## config.mk

```make
export PLATFORM = sky130hd
export DESIGN_NAME = ahb_write_buffer
export DESIGN_NICKNAME = d
export VERILOG_FILES = /design/src/source/ahb_pkg.sv /design/src/source/wbuf_pkg.sv /design/src/source/ahb_addr_hold.sv /design/src/source/ahb_write_post.sv /design/src/source/ahb_resp_merge.sv /design/src/source/ahb_write_buffer.sv
export SDC_FILE = /design/constraint.sdc
export NUM_CORES = 1
export LEC_CHECK = 0
export BUFFER_PORTS_ARGS = -buffer_cell sky130_fd_sc_hd__buf_2
export CORE_MARGIN = 2
export CORE_UTILIZATION = 47
export DETAILED_ROUTE_END_ITERATION = 8
export PLACE_DENSITY_LB_ADDON = 0.08
export SYNTH_ARGS = -nofsm -noshare
export SYNTH_HDL_FRONTEND = slang
export SYNTH_SLANG_ARGS = --single-unit
export TNS_END_PERCENT = 20
```

## constraint.sdc

```tcl
create_clock -name HCLK -period 3.45 [get_ports HCLK]
set_input_delay 0.69 -clock HCLK [delete_from_list [all_inputs] [get_ports HCLK]]
set_output_delay 0.69 -clock HCLK [all_outputs]
set_load 0.02 [all_outputs]
```

## src/source/ahb_pkg.sv

```systemverilog
// AHB-Lite bus widths and encodings; the data path is fixed at 32 bits and lock is not carried
`default_nettype none

package ahb_pkg;

  // ------------------------------------------------------------
  // Bus widths
  // ------------------------------------------------------------
  localparam int ADDR_W  = 32;
  localparam int DATA_W  = 32;
  localparam int PROT_W  = 4;
  localparam int BURST_W = 3;
  localparam int SIZE_W  = 3;

  // ------------------------------------------------------------
  // Transfer type, bit 1 high marks an active transfer
  // ------------------------------------------------------------
  typedef enum logic [1:0] {
    TR_IDLE   = 2'b00,
    TR_BUSY   = 2'b01,
    TR_NONSEQ = 2'b10,
    TR_SEQ    = 2'b11
  } htrans_t;

  // Slave response, AHB-Lite only uses OKAY and ERROR
  typedef enum logic {
    RESP_OKAY  = 1'b0,
    RESP_ERROR = 1'b1
  } hresp_t;

endpackage

`default_nettype wire

```

## src/source/wbuf_pkg.sv

```systemverilog
// Write buffer state encoding and reset values; holds one transfer only, HSIZE limited to 32-bit data
`default_nettype none

package wbuf_pkg;

  // ------------------------------------------------------------
  // Downstream data phase of a posted write
  // ------------------------------------------------------------
  typedef enum logic [1:0] {
    WB_NONE    = 2'b00,
    WB_FIRST   = 2'b01,
    WB_RUNNING = 2'b10
  } wb_state_t;

  // Only the low HSIZE bits are kept, byte to word
  localparam int HOLD_SIZE_W = 2;

  // State after reset
  localparam wb_state_t WB_STATE_RST = WB_NONE;

endpackage

`default_nettype wire

```

## src/source/ahb_addr_hold.sv

```systemverilog
// Address-phase hold register for one transfer; assumes upstream HREADYOUT is low while pending
`timescale 1ns/1ns
`default_nettype none

module ahb_addr_hold (
  input  logic                           HCLK,
  input  logic                           HRESETn,
  // Upstream address phase
  input  logic                           i_hsel_s,
  input  logic [ahb_pkg::ADDR_W-1:0]     i_haddr_s,
  input  logic [1:0]                     i_htrans_s,
  input  logic [ahb_pkg::SIZE_W-1:0]     i_hsize_s,
  input  logic                           i_hwrite_s,
  input  logic [ahb_pkg::BURST_W-1:0]    i_hburst_s,
  input  logic [ahb_pkg::PROT_W-1:0]     i_hprot_s,
  input  logic                           i_hready_s,
  input  logic                           i_bufferable,
  // Status from the other parts
  input  logic                           i_hready_m,
  input  wbuf_pkg::wb_state_t            i_wb_state,
  // Downstream address phase
  output logic                           o_hsel_m,
  output logic [ahb_pkg::ADDR_W-1:0]     o_haddr_m,
  output logic [1:0]                     o_htrans_m,
  output logic [ahb_pkg::SIZE_W-1:0]     o_hsize_m,
  output logic                           o_hwrite_m,
  output logic [ahb_pkg::BURST_W-1:0]    o_hburst_m,
  output logic [ahb_pkg::PROT_W-1:0]     o_hprot_m,
  output logic                           o_buf_pend,
  output logic                           o_bufferable_m
);

  import ahb_pkg::*;
  import wbuf_pkg::*;

  // Held address phase
  logic [ADDR_W-1:0]      reg_haddr;
  htrans_t                reg_htrans;
  logic [HOLD_SIZE_W-1:0] reg_hsize;
  logic                   reg_hwrite;
  logic [BURST_W-1:0]     reg_hburst;
  logic [PROT_W-1:0]      reg_hprot;
  logic                   reg_bufferable;

  logic       trans_valid;
  logic       accept;
  logic       nxt_bufferable;
  logic       running;
  logic       set_pend;
  logic       clr_pend;
  logic       hsel_sel;
  htrans_t    htrans_sel;
  logic [1:0] htrans_blk;

  // ------------------------------------------------------------
  // Hold decision
  // ------------------------------------------------------------
  assign trans_valid    = i_hsel_s & i_htrans_s[1];
  assign accept         = trans_valid & i_hready_s;
  assign nxt_bufferable = trans_valid & i_hwrite_s & i_bufferable;
  assign running        = (i_wb_state == WB_RUNNING);

  // Load when the slave side cannot take the transfer now
  assign set_pend = accept & (~i_hready_m | running);
  // A new accept during a running write refills the register instead
  assign clr_pend = i_hready_m & ~(accept & running);

  always_ff @(posedge HCLK or negedge HRESETn)
  begin
    if (!HRESETn)
    begin
      o_buf_pend     <= 1'b0;
      reg_bufferable <= 1'b0;
    end
    else
    begin
      if (set_pend | clr_pend)
        o_buf_pend <= ~clr_pend;
      if (set_pend)
        reg_bufferable <= nxt_bufferable;
    end
  end

  // Payload only, qualified by o_buf_pend
  always_ff @(posedge HCLK)
  begin
    if (set_pend)
    begin
      reg_haddr  <= i_haddr_s;
      reg_htrans <= htrans_t'(i_htrans_s);
      reg_hsize  <= i_hsize_s[HOLD_SIZE_W-1:0];
      reg_hwrite <= i_hwrite_s;
      reg_hburst <= i_hburst_s;
      reg_hprot  <= i_hprot_s;
    end
  end

  // ------------------------------------------------------------
  // Downstream address phase mux and masking
  // ------------------------------------------------------------
  // Held transfers are always active, so HTRANS bit 1 stands in for HSEL
  assign hsel_sel   = o_buf_pend ? reg_htrans[1] : i_hsel_s;
  assign htrans_sel = o_buf_pend ? reg_htrans : htrans_t'(i_htrans_s);
  // Uncommitted live transfer kept off the bus while a write runs
  assign htrans_blk = {htrans_sel[1] & ~(running & ~o_buf_pend), htrans_sel[0]};

  assign o_hsel_m   = hsel_sel;
  assign o_htrans_m = hsel_sel ? htrans_blk : TR_IDLE;
  assign o_hburst_m = o_buf_pend ? (reg_hburst & {BURST_W{hsel_sel}})
                                 : (i_hburst_s & {BURST_W{hsel_sel}});
  assign o_haddr_m  = o_buf_pend ? reg_haddr : i_haddr_s;
  assign o_hsize_m  = o_buf_pend ? {{(SIZE_W-HOLD_SIZE_W){1'b0}}, reg_hsize} : i_hsize_s;
  assign o_hwrite_m = o_buf_pend ? reg_hwrite : i_hwrite_s;
  assign o_hprot_m  = o_buf_pend ? reg_hprot : i_hprot_s;

  // Bufferable write currently in the downstream address phase
  assign o_bufferable_m = o_buf_pend ? reg_bufferable : (nxt_bufferable & i_hready_s);

endmodule

`default_nettype wire

```

## src/source/ahb_write_post.sv

```systemverilog
// Posted-write data phase tracker; a write with no wait state or a first-cycle error is not posted
`timescale 1ns/1ns
`default_nettype none

module ahb_write_post (
  input  logic                           HCLK,
  input  logic                           HRESETn,
  input  logic                           i_bufferable_m,
  input  logic                           i_hready_m,
  input  logic                           i_hreadyout_m,
  input  logic                           i_hresp_m,
  input  logic [ahb_pkg::DATA_W-1:0]     i_hwdata_s,
  output wbuf_pkg::wb_state_t            o_wb_state,
  output logic [ahb_pkg::DATA_W-1:0]     o_hwdata_m,
  output logic                           o_bwerr
);

  import ahb_pkg::*;
  import wbuf_pkg::*;

  wb_state_t         nxt_state;
  logic              start;
  logic              resp_err;
  logic [DATA_W-1:0] reg_hwdata;

  assign start    = i_bufferable_m & i_hready_m;
  assign resp_err = (i_hresp_m == RESP_ERROR);

  // ------------------------------------------------------------
  // Data phase state machine
  // ------------------------------------------------------------
  always_comb
  begin
    nxt_state = start ? WB_FIRST : WB_NONE;
    case (o_wb_state)
      // Slave stalled without error, so the write is posted
      WB_FIRST:
        if (!i_hreadyout_m && !resp_err)
          nxt_state = WB_RUNNING;
      // Stay until the slave completes, error cycles included
      WB_RUNNING:
        if (!i_hreadyout_m)
          nxt_state = WB_RUNNING;
      default:
        nxt_state = start ? WB_FIRST : WB_NONE;
    endcase
  end

  always_ff @(posedge HCLK or negedge HRESETn)
  begin
    if (!HRESETn)
      o_wb_state <= WB_STATE_RST;
    else
      o_wb_state <= nxt_state;
  end

  // Master still drives the data in the first cycle
  always_ff @(posedge HCLK)
  begin
    if (o_wb_state == WB_FIRST)
      reg_hwdata <= i_hwdata_s;
  end

  assign o_hwdata_m = (o_wb_state == WB_RUNNING) ? reg_hwdata : i_hwdata_s;

  // ------------------------------------------------------------
  // Error pulse, set by the first cycle of a two-cycle error
  // ------------------------------------------------------------
  always_ff @(posedge HCLK or negedge HRESETn)
  begin
    if (!HRESETn)
      o_bwerr <= 1'b0;
    else
      o_bwerr <= (o_wb_state == WB_RUNNING) & resp_err & ~i_hreadyout_m;
  end

endmodule

`default_nettype wire

```

## src/source/ahb_resp_merge.sv

```systemverilog
// Upstream response and downstream ready selection; purely combinational, no state of its own
`timescale 1ns/1ns
`default_nettype none

module ahb_resp_merge (
  input  logic                i_buf_pend,
  input  wbuf_pkg::wb_state_t i_wb_state,
  input  logic                i_hreadyout_m,
  input  logic                i_hresp_m,
  input  logic                i_hready_s,
  output logic                o_hreadyout_s,
  output logic                o_hresp_s,
  output logic                o_hready_m
);

  import ahb_pkg::*;
  import wbuf_pkg::*;

  logic first;
  logic running;

  assign first   = (i_wb_state == WB_FIRST);
  assign running = (i_wb_state == WB_RUNNING);

  // ------------------------------------------------------------
  // Upstream ready, in priority order
  // ------------------------------------------------------------
  always_comb
  begin
    if (i_buf_pend)
      o_hreadyout_s = 1'b0;
    else if (first && (i_hresp_m == RESP_ERROR))
      o_hreadyout_s = 1'b0;
    else if (i_wb_state == WB_NONE)
      o_hreadyout_s = i_hreadyout_m;
    else
      // Posted write acknowledged, wait states absorbed here
      o_hreadyout_s = 1'b1;
  end

  // Errors of a posted write go to o_bwerr instead
  assign o_hresp_s = running ? RESP_OKAY : i_hresp_m;

  // Slaves follow their own ready while a posted write is active
  assign o_hready_m = (i_wb_state != WB_NONE) ? i_hreadyout_m : i_hready_s;

endmodule

`default_nettype wire

```

## src/source/ahb_write_buffer.sv

```systemverilog
// Single-entry AHB-Lite write buffer; no lock, no HMASTER, no clock enable, 32-bit data only
`timescale 1ns/1ns
`default_nettype none

module ahb_write_buffer (
  input  logic                           HCLK,
  input  logic                           HRESETn,
  // Upstream slave port
  input  logic                           i_hsel_s,
  input  logic [ahb_pkg::ADDR_W-1:0]     i_haddr_s,
  input  logic [1:0]                     i_htrans_s,
  input  logic [ahb_pkg::SIZE_W-1:0]     i_hsize_s,
  input  logic                           i_hwrite_s,
  input  logic [ahb_pkg::BURST_W-1:0]    i_hburst_s,
  input  logic [ahb_pkg::PROT_W-1:0]     i_hprot_s,
  input  logic                           i_hready_s,
  input  logic [ahb_pkg::DATA_W-1:0]     i_hwdata_s,
  output logic                           o_hreadyout_s,
  output logic                           o_hresp_s,
  output logic [ahb_pkg::DATA_W-1:0]     o_hrdata_s,
  // Bufferable attribute of the upstream address phase
  input  logic                           i_bufferable,
  // Downstream master port
  output logic                           o_hsel_m,
  output logic [ahb_pkg::ADDR_W-1:0]     o_haddr_m,
  output logic [1:0]                     o_htrans_m,
  output logic [ahb_pkg::SIZE_W-1:0]     o_hsize_m,
  output logic                           o_hwrite_m,
  output logic [ahb_pkg::BURST_W-1:0]    o_hburst_m,
  output logic [ahb_pkg::PROT_W-1:0]     o_hprot_m,
  output logic                           o_hready_m,
  output logic [ahb_pkg::DATA_W-1:0]     o_hwdata_m,
  input  logic                           i_hreadyout_m,
  input  logic                           i_hresp_m,
  input  logic [ahb_pkg::DATA_W-1:0]     i_hrdata_m,
  // One-cycle pulse on a hidden write error
  output logic                           o_bwerr
);

  import wbuf_pkg::*;

  logic      buf_pend;
  logic      bufferable_m;
  wb_state_t wb_state;

  // ------------------------------------------------------------
  // Address phase path
  // ------------------------------------------------------------
  ahb_addr_hold u_addr_hold (
    .HCLK           (HCLK),
    .HRESETn        (HRESETn),
    .i_hsel_s       (i_hsel_s),
    .i_haddr_s      (i_haddr_s),
    .i_htrans_s     (i_htrans_s),
    .i_hsize_s      (i_hsize_s),
    .i_hwrite_s     (i_hwrite_s),
    .i_hburst_s     (i_hburst_s),
    .i_hprot_s      (i_hprot_s),
    .i_hready_s     (i_hready_s),
    .i_bufferable   (i_bufferable),
    .i_hready_m     (o_hready_m),
    .i_wb_state     (wb_state),
    .o_hsel_m       (o_hsel_m),
    .o_haddr_m      (o_haddr_m),
    .o_htrans_m     (o_htrans_m),
    .o_hsize_m      (o_hsize_m),
    .o_hwrite_m     (o_hwrite_m),
    .o_hburst_m     (o_hburst_m),
    .o_hprot_m      (o_hprot_m),
    .o_buf_pend     (buf_pend),
    .o_bufferable_m (bufferable_m)
  );

  // ------------------------------------------------------------
  // Data phase of posted writes
  // ------------------------------------------------------------
  ahb_write_post u_write_post (
    .HCLK           (HCLK),
    .HRESETn        (HRESETn),
    .i_bufferable_m (bufferable_m),
    .i_hready_m     (o_hready_m),
    .i_hreadyout_m  (i_hreadyout_m),
    .i_hresp_m      (i_hresp_m),
    .i_hwdata_s     (i_hwdata_s),
    .o_wb_state     (wb_state),
    .o_hwdata_m     (o_hwdata_m),
    .o_bwerr        (o_bwerr)
  );

  // Ready and response steering between the two ports
  ahb_resp_merge u_resp_merge (
    .i_buf_pend     (buf_pend),
    .i_wb_state     (wb_state),
    .i_hreadyout_m  (i_hreadyout_m),
    .i_hresp_m      (i_hresp_m),
    .i_hready_s     (i_hready_s),
    .o_hreadyout_s  (o_hreadyout_s),
    .o_hresp_s      (o_hresp_s),
    .o_hready_m     (o_hready_m)
  );

  // Read data is never buffered
  assign o_hrdata_s = i_hrdata_m;

endmodule

`default_nettype wire

```

==> results.cfg <==
[die]
die_y_um = 94.02
core_area_um2 = 7807
row_count = 32
start_util_pct = 48.78
die_area_um2 = 8840
die_w_um = 94.02
ios = 230

[setup_path]
critPathMaxFanout = 32
cpPeakStageDelay_ns = 0.83
worst-path-buf-inv = 2
path_cells = buf_4 -> mux2_2 -> buf_2
critPathArrivalTime_ns = 2.09
crit_type = reg -> out
worstSetupStartpointType = flop
crit_slowest_cell = dfrtp_2
crit_family = flip-flops
cp_data_required_time_ns = 2.76
cp-end-kind = primary output

[grt]
grt_pass1_wl_um = 11070
antenna_found_initial = 0
grt_pass1_vias = 2201
grt_start_max_net_pins = 42
groute.usage.overall_pct = 16.88
grt-ovfl-total = 0

[drt]
wl_met3_um = 533
ant_nets = 0
avgViaCountPerCell = 4.904
dr_total_vias = 2349
drc = 0
routed_wl_um = 7785
drt_iter0_drc = 69
wl_per_cell_um = 16.25
wl_met1_um = 3206
met2_length_um = 3776
first_pass_iters = 4
highest_layer = met4

[sta]
hold_viol_final = 0
setup_viol_count_final = 0
timing.fmax_ghz = 0.3594
maxSlewHeadroom_pct = 53.24
min_period_ns = 2.782
fin_setup_tns_ns = 0
fin_skew_ns = 0.007916
drv_slew = 0
rsz0062_at_grt = false
worst_pin_slew_ns = 0.7014
setup_slack_ns = 0.6677
timing.final.crit_share_pct = 80.65

[layout]
syn2layout_area_growth_pct = 21.42
multiInputGateArea_um2 = 1028
antenna_cells = 0
fill_cells = 678
drive_above_1_share_pct = 67.11
fin_cells = 479
fin_util_pct = 59.23
layout.area.seq_um2 = 2409
nNetsFinal = 493

[yosys]
synth.top_cell.area_share_pct = 59.92
async_flop_share_pct = 6.173
ys_warn_count = 0
synth.avg_cell_area_um2 = 16.14
synth_nets = 355
yosysSeqAreaShare_pct = 63.21
ys_dominant_reg_cell = edfxtp_1
synthCells = 236
synth_seq_cells = 81
synth_cell_types = 23
synth_edf_count = 76
synthTopCellsByArea = edfxtp_1, mux2_2, buf_4
yosysTopAreaCell = edfxtp_1
syn_area_um2 = 3809
yosys-top-cells-count = edfxtp_1, mux2_2, buf_4
yosysMostFrequentCell = edfxtp_1

[outcome]
status = finished clean

[cts]
cts-htree-levels = 3
insertion_delay_ns = 0.34
cts_tree = done
numClockSinks = 81
cts-resized-gates = 0
cts_setup_buffers = 0
clockBufferDepth = 2
postCtsHoldBufs = 0
cts_root_buf = clkbuf_8
clkTransAtPathRegs_ns = 0.07
cts_buffers = 9

[power]
p_leak_nw = 1.886
power.density_nw_per_um2 = 421.8
peakVddDrop_v = 0.0001832
finalPower_w = 0.001951

[placement]
place.port_buffers = 165
dp_cells = 465
place_ws_ns = 1.008
place.detailed.hpwl_um = 5731
place_congestion = 0.7551

[worst_hold_path]
hold_class = in -> async

[flow_run]
maxCapViolCount = 0
-- path summary, 6_finish.rpt --
kind,start,endpoint,slack (ns),depth (start not counted)
hold reg to reg,u_addr_hold.reg_bufferable,u_addr_hold.reg_bufferable,0.52,2
setup reg to reg,u_write_post.o_wb_state[0],u_addr_hold.reg_haddr[13],1.23,6
min in group HCLK,u_addr_hold.reg_bufferable,u_addr_hold.reg_bufferable,0.52,2
hold / removal,HRESETn,u_addr_hold.o_buf_pend,0.15,1
setup / recovery,u_addr_hold.o_buf_pend,o_haddr_m[4],0.67,3
max in group asynchronous,HRESETn,u_addr_hold.o_buf_pend,3.16,1
-- per-stage QoR --
| stage | instance area [um2] | hold WS, ns |
|---|---|---|
| after floorplan | 3809 | 0.3944 |
| after global placement | 4451 | 0.5100 |
| after detailed placement | 4451 | 0.5106 |
| after CTS | 4624 | 0.1302 |
| after global routing | 4624 | 0.1354 |
| final | 4624 | 0.1490 |
-- final cells by class --
type / instances / share of cell area (%)
well taps: 102 / 2.760
clock buffers: 10 / 2.760
multi-input cells: 105 / 22.24
flip-flops and latches: 81 / 52.08
inverters: 8 / 0.6493
clock inverters: 4 / 1.001
repair buffers: 169 / 18.51
-- flip-flops by register name (all words and copies together), names as in the netlist --
register and cells:
u_addr_hold.reg_hburst 3, u_write_post.reg_hwdata 32, u_addr_hold.reg_bufferable 1, u_addr_hold.o_buf_pend 1, u_write_post.o_bwerr 1, u_addr_hold.reg_hprot 4
u_addr_hold.reg_haddr 32, u_write_post.o_wb_state 2, u_addr_hold.reg_hsize 2, u_addr_hold.reg_htrans 2, u_addr_hold.reg_hwrite 1
-- placed cells by master (no fill, tap or decap), types with 2 or more instances in the layout --
| cell | instances |
|---|---|
| edfxtp_1 | 76 |
| clkbuf_8 | 9 |
| o21ai_0 | 2 |
| buf_2 | 165 |
| mux2i_1 | 6 |
| buf_4 | 4 |
| nor2_1 | 8 |
| clkinv_1 | 2 |
| inv_1 | 7 |
| dfrtp_1 | 4 |
| a21oi_1 | 2 |
| ha_1 | 3 |
| and3_1 | 2 |
| mux2_2 | 71 |
| nand2_1 | 3 |
-- routing by layer --
metal  GRT usage, %  up-vias
met4          10.87        0
met1          19.91     1086
li1               -     1123
met2          27.32      104
met5              0        -
met3          4.334       36
-- kinds of logic (layout without fill, tap and decap cells) --
family                     Yosys count  after routing  synth area share (%)
AOI/OAI and AO/OA                    9              9                 1.544
DFF                                 81             81                 63.21
muxes                               77             77                 22.57
adders and majority gates            3              3                0.9857
buffers and inverters               50            191                 9.789
and+or+nand+nor                     16             16                 1.905
-- worst register-to-register path, stage by stage, from the launching register on --
cell and delay [ns]:
dfrtp_1 0.39, inv_1 0.08, ha_1 0.14, buf_4 0.39, o21bai_1 0.22, clkinv_1 0.15
buf_4 0.47
-- power by group --
part	switching [W]	internal [W]	total, W
clock	0.000315	0.000323	0.000638
combinational	0.000131	0.000103	0.000234
sequential	0.00000147	0.00108	0.00108
total	0.000447	0.00150	0.00195
Note: power is estimated with default switching activity, not from simulation.
